--- config.mk ---
export PLATFORM = sky130hd
export DESIGN_NAME = cpu
export DESIGN_NICKNAME = d
export VERILOG_FILES = /design/src/source/lc3b_types.sv /design/src/source/alu.sv /design/src/source/regfile.sv /design/src/source/control_rom.sv /design/src/source/stall_unit.sv /design/src/source/datapath.sv /design/src/source/cpu.sv
export SDC_FILE = /design/constraint.sdc
export NUM_CORES = 1
export LEC_CHECK = 0
export BUFFER_PORTS_ARGS = -buffer_cell sky130_fd_sc_hd__buf_4
export CAP_MARGIN = 30
export CORE_AREA = 5 5 249 251
export DETAILED_ROUTE_END_ITERATION = 8
export DIE_AREA = 0 0 254 256
export GPL_ROUTABILITY_DRIVEN = 0
export PLACE_DENSITY = 0.62
export SYNTH_ARGS = -nofsm -noshare
export SYNTH_HDL_FRONTEND = slang
export SYNTH_SLANG_ARGS = --single-unit
--- constraint.sdc ---
create_clock -name clk -period 4.9 [get_ports clk]
set_input_delay 0.245 -clock clk [delete_from_list [all_inputs] [get_ports clk]]
set_output_delay 0.245 -clock clk [all_outputs]
set_load 0.05 [all_outputs]
--- src/source/lc3b_types.sv ---
package lc3b_types;

typedef logic [15:0] lc3b_word;
typedef logic [127:0] lc3b_line;
typedef logic [11:0] lc3b_wb_adr;
typedef logic [2:0] lc3b_reg;
typedef logic [2:0] lc3b_nzp;

typedef enum logic [3:0] {
	op_br = 4'b0000,
	op_add, op_ldb, op_stb, op_jsr, op_and, op_ldr, op_str,
	op_rti, op_not, op_ldi, op_sti, op_jmp, op_shf, op_lea, op_trap
} lc3b_opcode;

typedef enum logic [1:0] {alu_add, alu_and, alu_not, alu_pass} lc3b_aluop;

// Writeback source
localparam logic [1:0] rfmux_alu = 2'd0;
localparam logic [1:0] rfmux_mem = 2'd1;
localparam logic [1:0] rfmux_adder = 2'd2;

// BR with nzp of 000, never taken
localparam lc3b_word nop_instruction = 16'h0000;

typedef struct packed {
	lc3b_aluop aluop;
	logic alumux_sel;
	logic load_regfile;
	logic load_cc;
	logic mem_read;
	logic mem_write;
	logic [1:0] regfilemux_sel;
	logic is_br;
	logic is_j;
} lc3b_control_word;

typedef struct packed {
	logic valid;
	lc3b_word pc;
	lc3b_word instruction;
} if_id_t;

typedef struct packed {
	logic valid;
	lc3b_control_word ctrl;
	lc3b_word sr1;
	lc3b_word sr2_imm;
	lc3b_word offset6;
	lc3b_word branch_offset;
	lc3b_nzp nzp;
	lc3b_reg dest;
	lc3b_word pc;
	lc3b_word store_data;
} id_ex_t;

typedef struct packed {
	logic valid;
	lc3b_control_word ctrl;
	lc3b_word alu_out;
	lc3b_word adder_out;
	lc3b_reg dest;
	lc3b_nzp nzp;
	lc3b_word store_data;
} ex_mem_t;

typedef struct packed {
	lc3b_word value;
	lc3b_reg dest;
	logic load_regfile;
} mem_wb_t;

localparam if_id_t if_id_bubble = '{valid: 1'b0, pc: 16'h0000, instruction: nop_instruction};

endpackage : lc3b_types

--- src/source/alu.sv ---
`timescale 1ns/1ns

module alu
	import lc3b_types::*;
(
	input lc3b_aluop aluop,
	input lc3b_word a,
	input lc3b_word b,
	output lc3b_word f
);

always_comb begin
	case (aluop)
		alu_add: f = a + b;
		alu_and: f = a & b;
		alu_not: f = ~a;
		alu_pass: f = b;
		default: f = b;
	endcase
end

endmodule : alu

--- src/source/regfile.sv ---
`timescale 1ns/1ns

module regfile
	import lc3b_types::*;
(
	input logic clk,
	input logic reset,
	input logic load,
	input lc3b_word in,
	input lc3b_reg dest,
	input lc3b_reg src_a,
	input lc3b_reg src_b,
	output lc3b_word reg_a,
	output lc3b_word reg_b
);

lc3b_word data [8];

always_ff @(posedge clk) begin
	if (reset) begin
		for (int i = 0; i < 8; i++) begin
			data[i] <= '0;
		end
	end else if (load) begin
		data[dest] <= in;
	end
end

assign reg_a = data[src_a];
assign reg_b = data[src_b];

endmodule : regfile

--- src/source/control_rom.sv ---
`timescale 1ns/1ns

module control_rom
	import lc3b_types::*;
(
	input lc3b_opcode opcode,
	output lc3b_control_word ctrl
);

always_comb begin
	ctrl = '0;
	case (opcode)
		op_add, op_and, op_not: begin
			ctrl.aluop = (opcode == op_add) ? alu_add :
				(opcode == op_and) ? alu_and : alu_not;
			ctrl.load_regfile = 1'b1;
			ctrl.load_cc = 1'b1;
			ctrl.regfilemux_sel = rfmux_alu;
		end
		op_ldr: begin
			// Base plus offset6 through the ALU
			ctrl.aluop = alu_add;
			ctrl.alumux_sel = 1'b1;
			ctrl.mem_read = 1'b1;
			ctrl.load_regfile = 1'b1;
			ctrl.load_cc = 1'b1;
			ctrl.regfilemux_sel = rfmux_mem;
		end
		op_str: begin
			ctrl.aluop = alu_add;
			ctrl.alumux_sel = 1'b1;
			ctrl.mem_write = 1'b1;
		end
		op_lea: begin
			ctrl.load_regfile = 1'b1;
			ctrl.regfilemux_sel = rfmux_adder;
		end
		op_br: ctrl.is_br = 1'b1;
		op_jmp: begin
			// Offset field is zero, so the ALU yields BaseR
			ctrl.aluop = alu_add;
			ctrl.alumux_sel = 1'b1;
			ctrl.is_j = 1'b1;
		end
		default: ;
	endcase
end

endmodule : control_rom

--- src/source/stall_unit.sv ---
`timescale 1ns/1ns

module stall_unit
(
	input logic clk,
	input logic reset,
	input logic ifetch_resp,
	input logic mem_read,
	input logic mem_write,
	input logic mem_resp,
	output logic stall_pipeline
);

// wait_mem means the fetch is done, wait_ifetch means the data access is done
typedef enum logic [1:0] {st_idle, st_wait_mem, st_wait_ifetch} stall_state_t;

stall_state_t state;
stall_state_t state_next;
logic mem_req;

assign mem_req = mem_read | mem_write;

always_comb begin
	state_next = state;
	case (state)
		st_idle: begin
			stall_pipeline = !ifetch_resp || (mem_req && !mem_resp);
			if (ifetch_resp && mem_req && !mem_resp)
				state_next = st_wait_mem;
			else if (!ifetch_resp && mem_req && mem_resp)
				state_next = st_wait_ifetch;
		end
		st_wait_mem: begin
			stall_pipeline = !mem_resp;
			if (mem_resp)
				state_next = st_idle;
		end
		st_wait_ifetch: begin
			stall_pipeline = !ifetch_resp;
			if (ifetch_resp)
				state_next = st_idle;
		end
		default: begin
			stall_pipeline = 1'b1;
			state_next = st_idle;
		end
	endcase
end

always_ff @(posedge clk) begin
	if (reset)
		state <= st_idle;
	else
		state <= state_next;
end

// Memory answers only an outstanding data request
assert property (@(posedge clk) disable iff (reset) mem_resp |-> mem_req);

// Data request holds while its response is still owed
assert property (@(posedge clk) disable iff (reset) (state == st_wait_mem) |-> mem_req);

endmodule : stall_unit

--- src/source/datapath.sv ---
`timescale 1ns/1ns

module datapath
	import lc3b_types::*;
(
	input logic clk,
	input logic reset,
	input lc3b_line ifetch_rdata,
	input lc3b_line mem_rdata,
	input lc3b_control_word ctrl,
	input logic stall_pipeline,
	output logic ifetch_read,
	output lc3b_wb_adr ifetch_address,
	output logic mem_read,
	output logic mem_write,
	output lc3b_wb_adr mem_address,
	output lc3b_line mem_wdata,
	output lc3b_word mem_sel,
	output lc3b_opcode opcode
);

function automatic lc3b_word line_word(lc3b_line line, logic [2:0] idx);
	return line[16 * idx +: 16];
endfunction

lc3b_word pc;
lc3b_word pc_plus2;
lc3b_word target;
logic taken;
if_id_t if_id, if_id_next;
id_ex_t id_ex, id_ex_next;
ex_mem_t ex_mem, ex_mem_next;
mem_wb_t mem_wb, mem_wb_next;
lc3b_nzp cc;
lc3b_nzp cc_next;
lc3b_word reg_a;
lc3b_word reg_b;
lc3b_word sext5;
lc3b_word alu_b;
lc3b_word alu_out;
lc3b_word mem_word;
lc3b_word wb_value;
lc3b_reg src_b;

// Fetch
assign ifetch_read = 1'b1;
assign ifetch_address = pc[15:4];
assign pc_plus2 = pc + 16'd2;
assign if_id_next = '{valid: 1'b1, pc: pc_plus2, instruction: line_word(ifetch_rdata, pc[3:1])};

// Decode
assign opcode = lc3b_opcode'(if_id.instruction[15:12]);
// Stores read their source register through port b
assign src_b = ctrl.mem_write ? if_id.instruction[11:9] : if_id.instruction[2:0];
assign sext5 = {{11{if_id.instruction[4]}}, if_id.instruction[4:0]};

regfile regfile (
	.clk,
	.reset,
	.load(mem_wb.load_regfile),
	.in(mem_wb.value),
	.dest(mem_wb.dest),
	.src_a(if_id.instruction[8:6]),
	.src_b(src_b),
	.reg_a(reg_a),
	.reg_b(reg_b)
);

always_comb begin
	id_ex_next.valid = if_id.valid;
	id_ex_next.ctrl = ctrl;
	id_ex_next.sr1 = reg_a;
	id_ex_next.sr2_imm = if_id.instruction[5] ? sext5 : reg_b;
	id_ex_next.offset6 = {{9{if_id.instruction[5]}}, if_id.instruction[5:0], 1'b0};
	id_ex_next.branch_offset = {{6{if_id.instruction[8]}}, if_id.instruction[8:0], 1'b0};
	id_ex_next.nzp = if_id.instruction[11:9];
	id_ex_next.dest = if_id.instruction[11:9];
	id_ex_next.pc = if_id.pc;
	id_ex_next.store_data = reg_b;
end

// Execute
assign alu_b = id_ex.ctrl.alumux_sel ? id_ex.offset6 : id_ex.sr2_imm;

alu alu (
	.aluop(id_ex.ctrl.aluop),
	.a(id_ex.sr1),
	.b(alu_b),
	.f(alu_out)
);

assign ex_mem_next = '{
	valid: id_ex.valid,
	ctrl: id_ex.ctrl,
	alu_out: alu_out,
	adder_out: id_ex.pc + id_ex.branch_offset,
	dest: id_ex.dest,
	nzp: id_ex.nzp,
	store_data: id_ex.store_data
};

// Memory
assign mem_read = ex_mem.valid & ex_mem.ctrl.mem_read;
assign mem_write = ex_mem.valid & ex_mem.ctrl.mem_write;
assign mem_address = ex_mem.alu_out[15:4];
assign mem_wdata = {8{ex_mem.store_data}};
assign mem_sel = 16'h0003 << {ex_mem.alu_out[3:1], 1'b0};
assign mem_word = line_word(mem_rdata, ex_mem.alu_out[3:1]);

always_comb begin
	case (ex_mem.ctrl.regfilemux_sel)
		rfmux_mem: wb_value = mem_word;
		rfmux_adder: wb_value = ex_mem.adder_out;
		default: wb_value = ex_mem.alu_out;
	endcase
end

assign cc_next = {wb_value[15], wb_value == 16'h0000, !wb_value[15] && wb_value != 16'h0000};
assign taken = ex_mem.valid & ((ex_mem.ctrl.is_br & |(ex_mem.nzp & cc)) | ex_mem.ctrl.is_j);
assign target = ex_mem.ctrl.is_j ? ex_mem.alu_out : ex_mem.adder_out;
assign mem_wb_next = '{
	value: wb_value,
	dest: ex_mem.dest,
	load_regfile: ex_mem.valid & ex_mem.ctrl.load_regfile
};

always_ff @(posedge clk) begin
	if (reset) begin
		pc <= '0;
		cc <= '0;
		if_id <= if_id_bubble;
		id_ex <= '0;
		ex_mem <= '0;
		mem_wb <= '0;
	end else if (!stall_pipeline) begin
		pc <= taken ? target : pc_plus2;
		// Redirect squashes everything younger than the branch
		if_id <= taken ? if_id_bubble : if_id_next;
		id_ex <= taken ? '0 : id_ex_next;
		ex_mem <= taken ? '0 : ex_mem_next;
		mem_wb <= mem_wb_next;
		if (ex_mem.valid && ex_mem.ctrl.load_cc)
			cc <= cc_next;
	end
end

assert property (@(posedge clk) disable iff (reset) !(mem_read && mem_write));

endmodule : datapath

--- src/source/cpu.sv ---
`timescale 1ns/1ns

module cpu
	import lc3b_types::*;
(
	input logic clk,
	input logic reset,
	input lc3b_line ifetch_rdata,
	input logic ifetch_resp,
	input lc3b_line mem_rdata,
	input logic mem_resp,
	output logic ifetch_read,
	output lc3b_wb_adr ifetch_address,
	output logic mem_read,
	output logic mem_write,
	output lc3b_wb_adr mem_address,
	output lc3b_line mem_wdata,
	output lc3b_word mem_sel
);

lc3b_opcode opcode;
lc3b_control_word ctrl;
logic stall_pipeline;

datapath datapath (
	.clk,
	.reset,
	.ifetch_rdata,
	.mem_rdata,
	.ctrl,
	.stall_pipeline,
	.ifetch_read,
	.ifetch_address,
	.mem_read,
	.mem_write,
	.mem_address,
	.mem_wdata,
	.mem_sel,
	.opcode
);

control_rom control_rom (
	.opcode,
	.ctrl
);

stall_unit stall_unit (
	.clk,
	.reset,
	.ifetch_resp,
	.mem_read,
	.mem_write,
	.mem_resp,
	.stall_pipeline
);

endmodule : cpu

==> results.ini <==
[status]
outcome = completed

[pwr]
report.power.total_mw = 7.32
vdd.ir_drop.worst_v = 0.000193
cellLeakagePower_nw = 9.58
p_per_area_nw_per_um2 = 296

[routing]
routed_wire_length_per_instance_um = 22.7
detail_route.first_pass.iterations = 5
num_vias = 16926
drc = 0
initialDrtViolationCount = 1511
finalWirelength_mm = 69.7
antenna_violating_nets_post_route = 0
avgViaCountPerCell = 5.51

[layout]
drive_gt1_share_pct = 30.8
fillerInstances = 5745
syn_to_final_growth_pct = 19.8
final_nets = 2557
antenna_cells_inserted = 0

[sta]
max_freq_ghz = 0.283
timing.final.crit_share_pct = 72.2
fin_setup_tns_ns = 0
fin_hold_ws_ns = 0.0837
max_slew.worst_pin.slew_ns = 1.01
report.final.slew_viol_count = 0
number_of_endpoints_failing_setup_at_the_final_stage = 0
final_period_minus_worst_setup_slack_ns = 3.54
clock-skew-final_ns = 0.0197
rsz0062_at_grt = false
setup_slack_ns = 1.36
finalHoldViolations = 0
worst_slew_margin_rel_pct = 32.2

[setup_path]
critical_path.reg2reg.startpoint = datapath.ex_mem[56]
critical_path.max_fanout = 32
critical_path.startpoint = datapath.ex_mem[56]
crit_buf_inv = 2
slowest_stage = sky130_fd_sc_hd__ha_1
cp_common_cell = sky130_fd_sc_hd__inv_1
crit_type = reg2reg
max_stage_delay_ns = 0.93
worstSetupStartpointType = flip-flop
worst_path_dominant_cell_family = simple AND/OR/NAND/NOR gates
crit_path_end_kind = flip-flop
timing.critical_path.arrival_ns = 3.94
critPathRequiredTime_ns = 5.30
critical_path.cell_chain = inv_1 > ha_1 > inv_1 > o22a_1 > o31a_1 > nand2b_1 > or4_1 > nor4_2 > o41ai_1

[global_routing]
antenna_found_initial = 0
gr-total-overflow = 0
grt_pass1_wl_mm = 103
globalRouteMet1Util_pct = 24.5
global_route.usage.met3_pct = 3.03
grtUsageTotal_pct = 20.1
number_of_global_route_vias_before_repair = 16623
grt_util_met2_pct = 35.4
grt_start_max_net_pins = 95
grt_busiest_layer = met2

[die]
die_w_um = 254
io-pin-count = 431
die_height_um = 256
placement_rows = 90
design.die.area_um2 = 65000
starting_density_pct = 34.6
placeableCoreArea_um2 = 59700

[synthesis]
synthDistinctLibCells = 66
synth.yosys.warnings = 0
synthTopCellsByArea = sky130_fd_sc_hd__dfxtp_1 22%, sky130_fd_sc_hd__edfxtp_1 19%, sky130_fd_sc_hd__mux4_2 14%
synth_area_per_cell_um2 = 9.96
ys_seq_elements = 351
count_of_flip_flops_with_a_built_in_enable_after_synthesis = 128
synth.cell_area_um2 = 20600
post-synth-top-area-fraction_pct = 21.6
synth_fp_nets = 2366
async_reset_ff_share_pct = 0
synth.yosys.seq_area_share_pct = 40.3
synth_common_cells = 223 x sky130_fd_sc_hd__dfxtp_1, 188 x sky130_fd_sc_hd__a21oi_1, 165 x sky130_fd_sc_hd__buf_4
netlist_instances = 2071
cell_type_contributing_the_most_total_cell_area_after_synthesis = sky130_fd_sc_hd__dfxtp_1
most_used_standard_cell_by_instance_count_after_synthesis = sky130_fd_sc_hd__dfxtp_1
synth_flop_cell = sky130_fd_sc_hd__dfxtp_1

[clock_network]
postCtsSetupRepairBufs = 0
cts_made_buffers = 36
cts_buffer_depth = 3
path_clk_slew_ns = 0.06
clock_tree.htree_level_count = 2
cts_sinks = 351
tritoncts = built
worst_skew_pair.late_latency_ns = 0.53
root_buffer_selected_by_cts = sky130_fd_sc_hd__clkbuf_16

[worst_hold_path]
hp-class = in2reg
hold_start = reset

[run]
max_cap_violations = 0

[placement]
numPortBuffers = 429
detailedPlacementHpwl_mm = 51.7
dp_worst_setup_slack_ns = 1.42

## sequential cells by signal, summed over array words and instances (netlist names), named ones only
name and count:
datapath.id_ex_next 29, datapath.mem_address 12, datapath.id_ex 57, datapath.cc 3, datapath.pc 16, datapath.opcode 4
datapath.ex_mem_next 30, datapath.mem_wdata 16, stall_unit.state 2, datapath.ex_mem 31, datapath.mem_wb 20, datapath.regfile.data 128
## logic make-up after synthesis
logic type	synth area share [%]
buffers and inverters	9.74
DFF	40.3
and+or+nand+nor	16.0
adders and majority gates	2.20
other	0.0182
xor gates and xnor gates	1.32
muxes	18.3
AOI/OAI and AO/OA	12.2
## layer usage
metal | part of all wire, % | vias up
met2 | 50 | 735
met1 | 38 | 8291
met4 | 4.8 | 0
met5 | 0 | -
met3 | 7.2 | 136
li1 | - | 7764
## final timing paths
| kind | end | slack, ns | cells after the start |
|---|---|---|---|
| worst max-delay path | datapath.cc[0] | 1.36 | 9 |
| worst min-delay path | datapath.id_ex_next[40] | 0.08 | 2 |
| worst max register to register | datapath.cc[0] | 1.36 | 9 |
| worst min register to register | datapath.ex_mem_next[20] | 0.45 | 2 |
## layout make-up
type                       count  area [um^2]  share of cell area (%)
multi-input combinational   1358        10400                    42.1
timing repair buffer         472         3650                    14.8
inverter                      43          161                   0.653
clock inverter                12          120                   0.486
tap                          782          978                    3.96
sequential                   351         8310                    33.7
clock buffer                  54         1090                    4.42
## layout by cell type (no fill, tap or decap), types with 7 or more instances in the layout
cell type	count
sky130_fd_sc_hd__nand2_1	164
sky130_fd_sc_hd__mux4_2	124
sky130_fd_sc_hd__nand3b_1	11
sky130_fd_sc_hd__and3_1	12
sky130_fd_sc_hd__clkbuf_16	38
sky130_fd_sc_hd__edfxtp_1	128
sky130_fd_sc_hd__ha_1	33
sky130_fd_sc_hd__clkbuf_8	8
sky130_fd_sc_hd__xnor2_1	18
sky130_fd_sc_hd__nor3_1	59
sky130_fd_sc_hd__xor2_1	13
sky130_fd_sc_hd__mux2_2	20
sky130_fd_sc_hd__a22oi_1	20
sky130_fd_sc_hd__or2_2	12
sky130_fd_sc_hd__a211oi_1	14
sky130_fd_sc_hd__clkbuf_1	7
sky130_fd_sc_hd__nor4_1	7
sky130_fd_sc_hd__a21boi_0	7
sky130_fd_sc_hd__nor2_1	112
sky130_fd_sc_hd__nand2b_1	20
sky130_fd_sc_hd__o21ai_0	77
sky130_fd_sc_hd__nand3_1	90
sky130_fd_sc_hd__nor2b_1	12
sky130_fd_sc_hd__and2_1	132
sky130_fd_sc_hd__or3_1	7
sky130_fd_sc_hd__o31ai_1	9
sky130_fd_sc_hd__a22o_1	21
sky130_fd_sc_hd__mux2i_1	73
sky130_fd_sc_hd__buf_4	463
sky130_fd_sc_hd__dfxtp_1	218
sky130_fd_sc_hd__inv_1	43
sky130_fd_sc_hd__a21oi_1	188
## per-stage QoR
step	utilization [%]	cells	cell area, um^2
floorplan	-	2071	20600
global placement	39.1	2999	23400
detailed placement	39.3	3002	23400
CTS	41.3	3070	24700
global route	41.4	3072	24700
finish	41.4	3072	24700
## timing repair
action | CTS | global route
endpoints found under the hold margin | 2 | 0
setup endpoints to repair | 0 | 0
resized for setup | 0 | 0
hold buffers | 2 | 0
## worst reg2reg max path, stage by stage, from the launching register on
cell and delay [ns]:
sky130_fd_sc_hd__dfxtp_1 0.39, sky130_fd_sc_hd__inv_1 0.07, sky130_fd_sc_hd__ha_1 0.93, sky130_fd_sc_hd__inv_1 0.44, sky130_fd_sc_hd__o22a_1 0.31, sky130_fd_sc_hd__o31a_1 0.15, sky130_fd_sc_hd__nand2b_1 0.16, sky130_fd_sc_hd__or4_1 0.49
sky130_fd_sc_hd__nor4_2 0.39, sky130_fd_sc_hd__o41ai_1 0.10
## power by group
group	switching, mW	leakage (nW)	internal [mW]
Sequential	0.161	3.14	3.13
Clock	1.15	0.595	1.65
Combinational	0.666	5.85	0.565
Power figures use the tool's default switching activity.
